===== src/hw/fw_ip2_pkg.sv =====
/* Shared types and field positions of the pixel ASIC scan-chain firmware
   Field layouts follow the software register map, so keep them in step with the driver */
package fw_ip2_pkg;

  // ------------------------------------------------------------------------
  // Software opcodes, states and read sources
  // ------------------------------------------------------------------------
  typedef enum logic [3:0] {
    OP_NONE           = 4'd0,
    OP_W_CFG_STATIC   = 4'd1,
    OP_R_CFG_STATIC   = 4'd2,
    OP_W_CFG_ARRAY    = 4'd3,
    OP_R_CFG_ARRAY    = 4'd4,
    OP_R_DATA_ARRAY   = 4'd5,
    OP_W_STATUS_CLEAR = 4'd6,
    OP_W_EXECUTE      = 4'd7
  } op_code_t;

  typedef enum logic [2:0] {
    IDLE, DELAY_TEST, RESET_NOT, LOAD, SHIFT_IN, DONE
  } test_state_t;

  typedef enum logic [1:0] {
    RD_NONE, RD_CFG_STATIC, RD_CFG_ARRAY, RD_DATA_ARRAY
  } rd_sel_t;

  // Sizes
  localparam int SCAN_BITS  = 64;                          // Scan-chain length
  localparam int CFG_WORDS  = 4;                           // 16-bit array words
  localparam int DATA_WORDS = 2;                           // 32-bit capture words
  localparam int PHASE_W    = 6;                           // Period and phase width

  // Static word fields
  localparam int BXCLK_PERIOD_LSB = 0;
  localparam int BXCLK_PERIOD_MSB = 5;
  localparam int BXCLK_DELAY_LSB  = 6;
  localparam int BXCLK_DELAY_MSB  = 10;
  localparam int BXCLK_DELAY_SIGN = 11;                    // 1 moves bxclk ahead of bxclk_ana
  localparam int SUPER_PIX_SEL    = 12;

  // Execute word fields
  localparam int TEST_DELAY_LSB      = 0;
  localparam int TEST_DELAY_MSB      = 5;
  localparam int TEST_SAMPLE_LSB     = 6;
  localparam int TEST_SAMPLE_MSB     = 11;
  localparam int TEST_LOOPBACK       = 16;
  localparam int TEST_MASK_RESET_NOT = 23;
  localparam int MIN_TEST_DELAY      = 3;                  // Smaller delays flag an error

  // Array access, address above the write data
  localparam int ARRAY_ADDR_LSB = 16;
  localparam int ARRAY_ADDR_W   = 2;
  localparam int ARRAY_DATA_MSB = 15;

  // Status bits, original layout
  localparam int ST_W_STATIC = 1;
  localparam int ST_R_STATIC = 2;
  localparam int ST_W_ARRAY  = 5;
  localparam int ST_R_ARRAY  = 6;
  localparam int ST_R_DATA   = 9;
  localparam int ST_EXECUTE  = 11;
  localparam int ST_DONE     = 12;
  localparam int ST_CFG_ERR  = 31;

endpackage


===== src/hw/scan_if.sv =====
/* Scan bus between the test controller, the scan-in shifter and the capture
   All strobes are single-cycle and qualified by the controller state */
interface scan_if;

  logic load;                                              // Parallel load of the array image
  logic shift;                                             // Shift scan-in register right
  logic sample;                                            // Shift one bit into the capture
  logic loopback;                                          // Capture bit0 instead of scan_out
  logic bit0;                                              // Current scan-in bit
  logic shift_done;                                        // All SCAN_BITS shifted out

  modport ctrl (
    output load, shift, sample, loopback,
    input  bit0, shift_done
  );

  modport shifter (
    input  load, shift,
    output bit0, shift_done
  );

  modport capture (
    input sample, loopback, bit0
  );

endinterface


===== src/hw/bxclk_gen.sv =====
/* bxclk_ana and bxclk generator counted in fw_axi_clk cycles
   Period below 2 stops both clocks; delay must not exceed half the period */
module bxclk_gen import fw_ip2_pkg::*; (
  input  logic               fw_axi_clk,
  input  logic               op_code_w_reset,
  input  logic [23:0]        static_word,
  output logic [PHASE_W-1:0] phase,
  output logic               bxclk_ana,
  output logic               bxclk
);

  logic [PHASE_W-1:0]                         period;
  logic [PHASE_W-1:0]                         half;      // High time, rounded down
  logic [BXCLK_DELAY_MSB-BXCLK_DELAY_LSB:0]   delay;
  logic                                       delay_sign;
  logic                                       run;
  logic [PHASE_W-1:0]                         ph_late;   // Phase seen delay cycles ago
  logic [PHASE_W:0]                           ph_sum;
  logic [PHASE_W-1:0]                         ph_early;  // Phase delay cycles ahead
  logic [PHASE_W-1:0]                         ph_bx;

  assign period     = static_word[BXCLK_PERIOD_MSB:BXCLK_PERIOD_LSB];
  assign delay      = static_word[BXCLK_DELAY_MSB:BXCLK_DELAY_LSB];
  assign delay_sign = static_word[BXCLK_DELAY_SIGN];
  assign run        = (period > PHASE_W'(1));
  assign half       = period >> 1;

  // Shifted phase, one wrap at most since delay is within half a period
  assign ph_late  = (phase >= PHASE_W'(delay)) ? phase - PHASE_W'(delay)
                                               : phase + period - PHASE_W'(delay);
  assign ph_sum   = {1'b0, phase} + (PHASE_W+1)'(delay);
  assign ph_early = (ph_sum >= {1'b0, period}) ? PHASE_W'(ph_sum - {1'b0, period})
                                               : PHASE_W'(ph_sum);
  assign ph_bx    = delay_sign ? ph_early : ph_late;

  always_ff @(posedge fw_axi_clk) begin
    if (op_code_w_reset || !run) begin
      phase     <= '0;
      bxclk_ana <= 1'b0;
      bxclk     <= 1'b0;
    end else begin
      phase     <= (phase >= period - 1'b1) ? '0 : phase + 1'b1;  // Also catches a shrunk period
      bxclk_ana <= (phase < half);
      bxclk     <= (ph_bx < half);                         // Same waveform, shifted
    end
  end

endmodule


===== src/hw/cfg_store.sv =====
/* Static word, configuration array and the registered software read mux
   Array reads wrap at the last word; data reads past the capture return zero */
module cfg_store import fw_ip2_pkg::*; (
  input  logic                 fw_axi_clk,
  input  logic                 op_code_w_reset,
  input  logic                 wr_static,
  input  logic                 wr_array,
  input  rd_sel_t              rd_sel,
  input  logic [23:0]          sw_write24,
  input  logic [SCAN_BITS-1:0] capture_data,
  output logic [23:0]          static_word,
  output logic [SCAN_BITS-1:0] cfg_array,
  output logic [31:0]          read_data32
);

  localparam int DATA_SEL_W = $clog2(DATA_WORDS);

  logic [CFG_WORDS-1:0][ARRAY_DATA_MSB:0] cfg_mem;          // Word 0 leaves the chain first
  logic [DATA_WORDS-1:0][31:0]            data_words;       // Capture seen as 32-bit words
  logic [ARRAY_ADDR_W-1:0]                addr;
  logic [ARRAY_ADDR_W-1:0]                addr_next;        // Wraps to word 0
  logic [31:0]                            rd_mux;

  assign addr       = sw_write24[ARRAY_ADDR_LSB +: ARRAY_ADDR_W];
  assign addr_next  = addr + 1'b1;
  assign cfg_array  = cfg_mem;
  assign data_words = capture_data;

  // ------------------------------------------------------------------------
  // Write side
  // ------------------------------------------------------------------------
  always_ff @(posedge fw_axi_clk) begin
    if (op_code_w_reset) begin
      static_word <= '0;                                   // Period 0 keeps bxclk low
    end else if (wr_static) begin
      static_word <= sw_write24;
    end
  end

  always_ff @(posedge fw_axi_clk) begin
    if (wr_array) cfg_mem[addr] <= sw_write24[ARRAY_DATA_MSB:0];
  end

  // ------------------------------------------------------------------------
  // Read side
  // ------------------------------------------------------------------------
  always_comb begin
    case (rd_sel)
      RD_CFG_STATIC: rd_mux = {8'h00, static_word};        // Zero pad to 32 bits
      RD_CFG_ARRAY:  rd_mux = {cfg_mem[addr_next], cfg_mem[addr]};
      RD_DATA_ARRAY: begin
        if (addr < ARRAY_ADDR_W'(DATA_WORDS)) rd_mux = data_words[addr[DATA_SEL_W-1:0]];
        else                                  rd_mux = '0;  // Out of range
      end
      default:       rd_mux = '0;
    endcase
  end

  // Loaded on a read strobe only, held until the next one
  always_ff @(posedge fw_axi_clk) begin
    if (op_code_w_reset) begin
      read_data32 <= '0;
    end else if (rd_sel != RD_NONE) begin
      read_data32 <= rd_mux;
    end
  end

endmodule


===== src/hw/fw_ip2_ctrl.sv =====
/* Opcode decode, sticky status and the test1 sequencer
   Software must space strobes by two cycles or more, there is no back-pressure */
module fw_ip2_ctrl import fw_ip2_pkg::*; (
  input  logic               fw_axi_clk,
  input  logic               op_code_w_reset,
  input  logic               dev_id_enable,
  input  logic               op_strobe,
  input  op_code_t           op_code,
  input  logic [23:0]        sw_write24,
  input  logic [23:0]        static_word,
  input  logic [PHASE_W-1:0] phase,
  output logic               wr_static,
  output logic               wr_array,
  output rd_sel_t            rd_sel,
  output logic [31:0]        read_status32,
  output logic               reset_not,
  output logic               super_pixel_sel,
  output logic               scan_in,
  scan_if.ctrl               scan
);

  logic               op_valid;                            // Strobe for this device
  logic               do_execute;
  logic               do_clear;
  logic               cfg_err;                             // Bad execute settings
  logic [PHASE_W-1:0] bxclk_period;
  logic [PHASE_W-1:0] test_delay;                          // Latched execute fields
  logic [PHASE_W-1:0] test_sample;
  logic               test_loopback;
  logic               test_mask_reset_not;
  test_state_t        state;

  // ------------------------------------------------------------------------
  // Opcode decode
  // ------------------------------------------------------------------------
  assign op_valid   = op_strobe & dev_id_enable;
  assign wr_static  = op_valid && (op_code == OP_W_CFG_STATIC);
  assign wr_array   = op_valid && (op_code == OP_W_CFG_ARRAY);
  assign do_execute = op_valid && (op_code == OP_W_EXECUTE);
  assign do_clear   = op_valid && (op_code == OP_W_STATUS_CLEAR);

  always_comb begin
    rd_sel = RD_NONE;
    if (op_valid) begin
      case (op_code)
        OP_R_CFG_STATIC: rd_sel = RD_CFG_STATIC;
        OP_R_CFG_ARRAY:  rd_sel = RD_CFG_ARRAY;
        OP_R_DATA_ARRAY: rd_sel = RD_DATA_ARRAY;
        default:         rd_sel = RD_NONE;
      endcase
    end
  end

  // Delay must sit inside one bxclk period and leave room for LOAD
  assign bxclk_period = static_word[BXCLK_PERIOD_MSB:BXCLK_PERIOD_LSB];
  assign cfg_err = (sw_write24[TEST_DELAY_MSB:TEST_DELAY_LSB] < PHASE_W'(MIN_TEST_DELAY)) ||
                   (sw_write24[TEST_DELAY_MSB:TEST_DELAY_LSB] > bxclk_period);

  // Sticky status, only clear zeroes it
  always_ff @(posedge fw_axi_clk) begin
    if (op_code_w_reset || do_clear) begin
      read_status32 <= '0;
    end else begin
      if (wr_static)                read_status32[ST_W_STATIC] <= 1'b1;
      if (rd_sel == RD_CFG_STATIC)  read_status32[ST_R_STATIC] <= 1'b1;
      if (wr_array)                 read_status32[ST_W_ARRAY]  <= 1'b1;
      if (rd_sel == RD_CFG_ARRAY)   read_status32[ST_R_ARRAY]  <= 1'b1;
      if (rd_sel == RD_DATA_ARRAY)  read_status32[ST_R_DATA]   <= 1'b1;
      if (do_execute) begin
        read_status32[ST_EXECUTE] <= 1'b1;
        read_status32[ST_DONE]    <= 1'b0;                 // New test pending
        if (cfg_err) read_status32[ST_CFG_ERR] <= 1'b1;
      end else if (state == DONE) begin
        read_status32[ST_DONE] <= 1'b1;
      end
    end
  end

  // Execute fields, held for the whole test
  always_ff @(posedge fw_axi_clk) begin
    if (do_execute) begin
      test_delay          <= sw_write24[TEST_DELAY_MSB:TEST_DELAY_LSB];
      test_sample         <= sw_write24[TEST_SAMPLE_MSB:TEST_SAMPLE_LSB];
      test_loopback       <= sw_write24[TEST_LOOPBACK];
      test_mask_reset_not <= sw_write24[TEST_MASK_RESET_NOT];
    end
  end

  // ------------------------------------------------------------------------
  // Test1 sequencer, paced by the bxclk phase
  // ------------------------------------------------------------------------
  always_ff @(posedge fw_axi_clk) begin
    if (op_code_w_reset) begin
      state     <= IDLE;
      reset_not <= 1'b1;
    end else if (do_execute) begin
      state     <= DELAY_TEST;                             // Restarts a running test too
      reset_not <= 1'b1;
    end else begin
      case (state)
        DELAY_TEST: if (phase == test_delay) begin
          state     <= RESET_NOT;
          reset_not <= test_mask_reset_not;                // Low unless masked
        end
        RESET_NOT: if (phase == test_delay) begin          // One full period later
          state     <= LOAD;
          reset_not <= 1'b1;
        end
        LOAD:     state <= SHIFT_IN;
        SHIFT_IN: if (scan.shift_done) state <= DONE;      // SCAN_BITS periods
        IDLE, DONE: state <= state;                        // Wait for execute
        default:  state <= IDLE;
      endcase
    end
  end

  // Scan bus strobes
  assign scan.load     = (state == LOAD);
  assign scan.shift    = (state == SHIFT_IN) && (phase == test_delay) && !scan.shift_done;
  assign scan.sample   = (state == SHIFT_IN) &&
                         (test_loopback ? (phase == test_delay) : (phase == test_sample));
  assign scan.loopback = test_loopback;

  // ASIC side outputs
  assign scan_in         = (state == SHIFT_IN) && scan.bit0;
  assign super_pixel_sel = static_word[SUPER_PIX_SEL] && (state != IDLE);

endmodule


===== src/hw/fw_ip2_top.sv =====
/* Firmware top for the pixel ASIC scan-chain test, single clock fw_axi_clk
   An opcode counts only on an op_strobe cycle with dev_id_enable high */
module fw_ip2_top import fw_ip2_pkg::*; (
  input  logic        fw_axi_clk,
  input  logic        op_code_w_reset,
  input  logic        dev_id_enable,
  input  logic        op_strobe,
  input  op_code_t    op_code,
  input  logic [23:0] sw_write24,
  input  logic        scan_out,                            // From the ASIC
  output logic [31:0] read_data32,
  output logic [31:0] read_status32,
  output logic        super_pixel_sel,
  output logic        reset_not,
  output logic        scan_in,
  output logic        bxclk,
  output logic        bxclk_ana
);

  logic                 wr_static;
  logic                 wr_array;
  rd_sel_t              rd_sel;
  logic [23:0]          static_word;
  logic [SCAN_BITS-1:0] cfg_array;                         // Image for the scan chain
  logic [SCAN_BITS-1:0] capture_data;
  logic [PHASE_W-1:0]   phase;

  scan_if scan_bus ();

  fw_ip2_ctrl fw_ip2_ctrl_inst (
    .fw_axi_clk      (fw_axi_clk),
    .op_code_w_reset (op_code_w_reset),
    .dev_id_enable   (dev_id_enable),
    .op_strobe       (op_strobe),
    .op_code         (op_code),
    .sw_write24      (sw_write24),
    .static_word     (static_word),
    .phase           (phase),
    .wr_static       (wr_static),
    .wr_array        (wr_array),
    .rd_sel          (rd_sel),
    .read_status32   (read_status32),
    .reset_not       (reset_not),
    .super_pixel_sel (super_pixel_sel),
    .scan_in         (scan_in),
    .scan            (scan_bus.ctrl)
  );

  cfg_store cfg_store_inst (
    .fw_axi_clk      (fw_axi_clk),
    .op_code_w_reset (op_code_w_reset),
    .wr_static       (wr_static),
    .wr_array        (wr_array),
    .rd_sel          (rd_sel),
    .sw_write24      (sw_write24),
    .capture_data    (capture_data),
    .static_word     (static_word),
    .cfg_array       (cfg_array),
    .read_data32     (read_data32)
  );

  bxclk_gen bxclk_gen_inst (
    .fw_axi_clk      (fw_axi_clk),
    .op_code_w_reset (op_code_w_reset),
    .static_word     (static_word),
    .phase           (phase),
    .bxclk_ana       (bxclk_ana),
    .bxclk           (bxclk)
  );

  scan_in_shifter scan_in_shifter_inst (
    .fw_axi_clk (fw_axi_clk),
    .cfg_array  (cfg_array),
    .scan       (scan_bus.shifter)
  );

  scan_out_capture scan_out_capture_inst (
    .fw_axi_clk   (fw_axi_clk),
    .scan_out     (scan_out),
    .capture_data (capture_data),
    .scan         (scan_bus.capture)
  );

endmodule


===== src/hw/scan_in_shifter.sv =====
/* Scan-in register, loaded with the array image and shifted LSB first
   The shift count restarts on every load */
module scan_in_shifter import fw_ip2_pkg::*; (
  input  logic                 fw_axi_clk,
  input  logic [SCAN_BITS-1:0] cfg_array,
  scan_if.shifter              scan
);

  localparam int CNT_W = $clog2(SCAN_BITS) + 1;            // Holds SCAN_BITS itself

  logic [SCAN_BITS-1:0] shift_reg;
  logic [CNT_W-1:0]     shift_cnt;

  always_ff @(posedge fw_axi_clk) begin
    if (scan.load) begin
      shift_reg <= cfg_array;
      shift_cnt <= '0;
    end else if (scan.shift) begin
      shift_reg <= {1'b0, shift_reg[SCAN_BITS-1:1]};       // Next bit drops to bit0
      shift_cnt <= shift_cnt + 1'b1;
    end
  end

  assign scan.bit0       = shift_reg[0];
  assign scan.shift_done = (shift_cnt == CNT_W'(SCAN_BITS));

endmodule


===== src/hw/scan_out_capture.sv =====
/* Capture of the returning scan data, first bit ends up in bit 0
   Contents are kept after a test until the next one overwrites them */
module scan_out_capture import fw_ip2_pkg::*; (
  input  logic                 fw_axi_clk,
  input  logic                 scan_out,
  output logic [SCAN_BITS-1:0] capture_data,
  scan_if.capture              scan
);

  logic sample_bit;

  // Loopback takes the bit driven on scan_in, sampled before it moves on
  assign sample_bit = scan.loopback ? scan.bit0 : scan_out;

  always_ff @(posedge fw_axi_clk) begin
    if (scan.sample) begin
      capture_data <= {sample_bit, capture_data[SCAN_BITS-1:1]};  // In at MSB
    end
  end

endmodule


===== config.mk =====
export PLATFORM = sky130hd
export DESIGN_NAME = fw_ip2_top
export DESIGN_NICKNAME = d
export VERILOG_FILES = /design/src/hw/fw_ip2_pkg.sv /design/src/hw/scan_if.sv /design/src/hw/bxclk_gen.sv /design/src/hw/cfg_store.sv /design/src/hw/fw_ip2_ctrl.sv /design/src/hw/fw_ip2_top.sv /design/src/hw/scan_in_shifter.sv /design/src/hw/scan_out_capture.sv
export SDC_FILE = /design/constraint.sdc
export NUM_CORES = 1
export LEC_CHECK = 0
export ABC_AREA = 1
export ABC_CLOCK_PERIOD_IN_PS = 10100
export BUFFER_PORTS_ARGS = -buffer_cell sky130_fd_sc_hd__buf_4
export CAP_MARGIN = 20
export CORE_MARGIN = 4
export CORE_UTILIZATION = 35
export DETAILED_ROUTE_END_ITERATION = 16
export SETUP_SLACK_MARGIN = 0.4
export SYNTH_ARGS = -nofsm -noshare
export SYNTH_HDL_FRONTEND = slang
export SYNTH_SLANG_ARGS = --single-unit

===== constraint.sdc =====
create_clock -name fw_axi_clk -period 10.1 [get_ports fw_axi_clk]
set_clock_uncertainty 0.15 [all_clocks]
set_input_delay 2.02 -clock fw_axi_clk [delete_from_list [all_inputs] [get_ports fw_axi_clk]]
set_output_delay 2.02 -clock fw_axi_clk [all_outputs]
set_load 0.02 [all_outputs]

* Word level (Yosys, flattened, before mapping)
Cells that the tools add are included.
** Storage, ports and cells
- Register bits :: 289
- Input bits :: 33
- Output and inout port bits :: 69
- Logic and storage cells :: 132
** Operators by class
- Add/subtract/negate cells :: 9
- Order comparisons :: 13
- Equality and inequality tests :: 25
- Multiplexer cells :: 28
- Bitwise gates (word level) :: 2
- Reduce and logical (&&, ||, !) cells :: 28
** Operator list (count)
- $mux W64 :: 2
- $mux W32 :: 3
- $pmux W32 S3 :: 1
- $bmux W16 S2 :: 2
- $bwmux W64 :: 1
- $mux W16 :: 3
- $demux W16 S2 :: 1
- $mux W6 :: 3
- $eq A4 B3 Y1 const B :: 4
- $pmux W3 S5 :: 1
- $eq A6 B6 Y1 :: 2
- $lt A6 B5 Y1 :: 2
- $sub A6 B5 Y6 :: 2
- $logic_and A1 B1 Y1 :: 10
- $mux W3 :: 3
- $ne A3 B1 Y1 const B :: 3
- $eq A4 B2 Y1 const B :: 2
- $ne A2 B1 Y1 const B :: 4
- $reduce_and A4 Y1 :: 2
- $reduce_or A2 Y1 :: 4
- $add A6 B5 Y7 :: 1
- $add A7 B1 Y7 const B :: 1
- $eq A7 B7 Y1 const B :: 1
- $ge A7 B6 Y1 :: 1
- other kinds (33) :: 46

* Logic depth before layout (Yosys ltp)
- Depth in word-level cells :: 5
- Mapped depth :: 24
- Depth with buffers taken out :: 23

* Hierarchy
Synthesis repeated with hierarchy kept, for this count alone.
** Unflattened totals
- Cell total of the unflattened synthesis :: 1740
- Area, all modules :: 14873.0 um2
** By module, submodules not included
- cfg_store :: instances 1, cells each 827, area each 6122.1 um2, sequential area each 3042.9 um2
- scan_in_shifter :: instances 1, cells each 319, area each 3100.5 um2, sequential area each 2062.0 um2
- bxclk_gen :: instances 1, cells each 321, area each 2069.5 um2, sequential area each 160.2 um2
- scan_out_capture :: instances 1, cells each 68, area each 1936.9 um2, sequential area each 1921.8 um2
- fw_ip2_ctrl :: instances 1, cells each 205, area each 1644.1 um2, sequential area each 660.6 um2

* Worst setup path before layout
OpenSTA, ideal clock, no wires.
- Path kind :: reg-to-reg
- Start :: register bxclk_gen_inst.phase[1]
- End :: register scan_out_capture_inst.capture_data[0] (enable)
- Setup time :: 0.582 ns
- Data arrival time :: 5.740 ns
- Path slack :: 3.628 ns
- Cell stages (with the launch flop) :: 7
- Buffers on the path :: 0
- Cell sequence :: dfxtp_1 -> inv_1 -> or2_2 -> nand4_1 -> nor2_1 -> a21oi_1 -> a211oi_1
** Between the ends
- Longest elaborated chain between the ends :: 3
** Ends and longest elaborated chain
- start: declaration :: RTL line bxclk_gen.sv:7 : output logic [PHASE_W-1:0] phase,
- start signal: assignment :: RTL line bxclk_gen.sv:42 : phase <= (phase >= period - 1'b1) ? '0 : phase + 1'b1;
- $eq A6 B6 Y1 :: RTL line fw_ip2_ctrl.sv:121 : (test_loopback ? (phase == test_delay) : (phase == test_sample));
- $mux W1 (*) :: RTL line fw_ip2_ctrl.sv:121
- $logic_and A1 B1 Y1 (*) :: RTL line fw_ip2_ctrl.sv:120 : assign scan.sample = (state == SHIFT_IN) &&
- net fw_ip2_ctrl_inst.scan.sample :: RTL line scan_if.sv:13 : output load, shift, sample, loopback,
- end signal: assignment :: RTL line scan_out_capture.sv:17 : capture_data <= {sample_bit, capture_data[SCAN_BITS-1:1]};
- end: declaration :: RTL line scan_out_capture.sv:6 : output logic [SCAN_BITS-1:0] capture_data,
The timed path passes the listed nets; every way through them passes the cells marked *.
A chain may end at the register's enable or synchronous reset.

* Worst setup path after layout
- Start :: input sw_write24[17]
- End :: register cfg_store_inst.read_data32[29]
** Between the ends
- Longest elaborated chain between the ends :: 4
** Ends and longest elaborated chain
- start: declaration :: RTL line fw_ip2_top.sv:9 : input logic [23:0] sw_write24,
- $add A2 B1 Y2 :: RTL line cfg_store.sv:25 : assign addr_next = addr + 1'b1;
- $bmux W16 S2 :: RTL line cfg_store.sv:50 : RD_CFG_ARRAY: rd_mux = {cfg_mem[addr_next], cfg_mem[addr]};
- $mux W16 (implied by the code) :: RTL line cfg_store.sv:50
- $pmux W32 S3 (*) :: RTL line cfg_store.sv:48 : case (rd_sel)
- end signal: assignment :: RTL line cfg_store.sv:64 : read_data32 <= rd_mux;
- end: declaration :: RTL line cfg_store.sv:13 : output logic [31:0] read_data32
Every way passes the cells marked *; elsewhere a longest branch is shown, timed or not. The select of a mux whose other input is x is not followed.

==> impl_results.md <==
* Post-synth top area share at 43.90%
* Synth top area cells: edfxtp_1 (44%), dfxtp_1 (12%), nand2_1 (6.5%), o21ai_0 (5.9%), a21oi_1 (4.5%)
* Largest net degree at the start of global routing at roughly 120
* Post-synth EDFFs at slightly above 200
* Worst vdd ir at 109.0 uV
* Routability Congestion at 0.9013
* Seq cells post-synth at around 290
* Max_cap viols at 0
* Num CTS Buffers at 31
* Post-CTS Resized at 0
* Rows at 73
* Total vias in the final route at around 11000
* Count leader, synth: nand2_1
* Clock tree buffer depth at 3
* Status: complete, no violations
* Worst r2r path cells at 21
* # hold bufs at CTS at 0
* Final hold viol count at 0
* Initial DRC Count at 968
* Die Footprint at approximately 44000 um2
* Synth Warn # at 0
* Worst EP required at approximately 10 ns
* Setup ws final at between 5 and 6 ns
* Layout cells sized above 1 at approximately 14%
* Least-Margin Pin Slew at between 1 and 1.5 ns
* Critical path origin: sw_write24[17]
* Number of H-tree branching levels at 1
* Leak at approximately 6.3 nW
* Endpoints failing setup at 0
* Post-layout min period at roughly 4.3 ns
* Reg clk slew, reported paths at ~0.060 ns
* Hpwl dp at ~27 mm
* Core area at around 40000 um2
* Period utilization at a little over two fifths
* Hold Crit Start: scan_out_capture_inst.capture_data[3]
* Vias in the first global route at between 10000 and 15000
* Worst flop-to-flop path startpoint: bxclk_gen_inst.phase[1]
* Worst Setup End Kind: flip-flop
* Worst Hold End: scan_out_capture_inst.capture_data[2]
* First-pass GRT wire length at 60.37 mm
* Clk sinks at around 290
* Most common flop cell mapped by yosys: edfxtp_1
* Achievable Freq at around 0.23 GHz
* Slew margin rel. at ~30%
* Synthesized area per cell at ~9.6 um2
* Min-Delay Path Class: reg2reg
* Area Growth Syn to Fin at 14.43%
* Distinct cells, synth at 53
* WP data arrival at roughly 4.6 ns
* GR Util All Layers at about 18%
* Wire per inst at about 19 um
* P per Cell Area at 172.3 nW/um2
* Antenna-violating nets left at 0
* Synth Instances at ~1500
* Port buffer count at 77
* Reg-to-reg slack, setup at roughly 6 ns
* Worst-path fanout max at between 60 and 70
* CTS tree: built
* Vias per cell at slightly above 5
* Post-synth top cells: nand2_1 (245), edfxtp_1 (206), o21ai_0 (165)
* GRT overflow at 0
* First-pass detailed-route iteration total at 5
* Final nets at around 1600
* Dominant cell type by area after synthesis: edfxtp_1
* Initial antenna violation count at 2
* # DRC at 0
* Hold depth at 0
* Startpoint types: primary input
* Seq/Total Area, Yosys at around 56%
* Overall Power at 2.778 mW
* Setup TNS at 0 ns
* Clock Root Buffer: clkbuf_16
* Post CTS Setup Buffer Count at 0
* Worst skew pair latency at between 0.5 and 0.6 ns
* Worst reg2reg path endpoint: bxclk_gen_inst.bxclk
* RSZ-0062 raised after global routing: no
* # IOs at a little over 100
* Die width at about 210 um
* Max-slew violation count at 0
* Async S/R FF share, synth at 0%
* Initial Util at roughly 35%
* Place WS at 5.390 ns
* Syn Std Cell Area at about 14000 um2
* Die height at about 210 um
* CP Class: in2reg
* WL final at 40.04 mm
-- placed cells by master, fill, tap and decap left out, types with 13 or more instances in the layout --
cell	count
xor2_1	13
o21ai_0	165
inv_1	159
a21oi_1	128
nand2_1	244
conb_1	24
or2_2	24
clkbuf_16	31
edfxtp_1	206
nor2_1	87
dfxtp_1	83
o21ai_1	15
ha_1	50
buf_4	90
inv_2	13
nand3_1	32
a41oi_1	19
o2111ai_1	19
-- metal layers --
layer / vias to the layer above / GRT usage, % / wire (um)
met5: - / 0 / 13
met4: 2 / 6.053 / 1456
met3: 83 / 2.897 / 2377
met2: 341 / 29.41 / 19050
met1: 5109 / 23.56 / 17150
li1: 5100 / - / -
-- worst max-delay path, stage by stage --
cell and delay (ns):
buf_4 0.50, clkinv_1 0.22, ha_1 0.61, buf_4 0.38
inv_1 0.24, a21oi_1 0.17, o21ai_0 0.10, a31oi_1 0.20
a21oi_1 0.08
-- how the worst max path moves through the flow --
stage	depth (start not counted)	slack (ns)	to
final	9	5.82	cfg_store_inst.read_data32[29]
after global routing	21	5.48	bxclk_gen_inst.bxclk
after detailed placement	9	5.39	cfg_store_inst.read_data32[29]
after floorplan	6	3.63	scan_out_capture_inst.capture_data[0]
after global placement	7	5.46	cfg_store_inst.cfg_array[42]
after CTS	9	5.95	cfg_store_inst.read_data32[29]
-- metrics by stage --
stage | hold WS, ns | instance area, um2 | util, % | cells
2_1_floorplan | 0.2674 | 14180 | - | 1484
3_3_place_gp | 0.2738 | 15020 | 37.80 | 2004
3_5_place_dp | 0.2748 | 15020 | 37.80 | 2004
4_1_cts | 0.2831 | 16090 | 40.51 | 2062
5_1_grt | 0.3026 | 16120 | 40.58 | 2063
6_report | 0.2872 | 16120 | 40.58 | 2064
-- power breakdown --
group | total [mW] | switching (mW) | leakage (nW) | internal (mW)
Combinational | 0.256 | 0.178 | 3.27 | 0.0780
Clock | 1.19 | 0.485 | 0.530 | 0.702
Sequential | 1.34 | 0.0224 | 2.53 | 1.31
Total | 2.78 | 0.686 | 6.32 | 2.09
-- cell families after synthesis --
group | share of synthesized area, %
AND/OR/NAND/NOR | 13.69
other | 0.02661
adder cells (fa/ha/maj) | 5.576
flip-flops | 55.69
AO/OA/AOI/OAI | 15.46
XOR/XNOR | 1.243
buffers and inverters | 8.311
-- cell type report --
cell class,instances,area (um2)
Fill cell,3909,23610
Antenna cell,1,2.502
Clock buffer,43,900.9
Tap cell,525,656.9
Clock inverter,15,176.4
Timing Repair Buffer,91,703.2
Sequential cell,289,7848
Multi-Input combinational cell,926,5179
Inverter,174,658.1
Note: power is estimated with default switching activity, not from simulation.
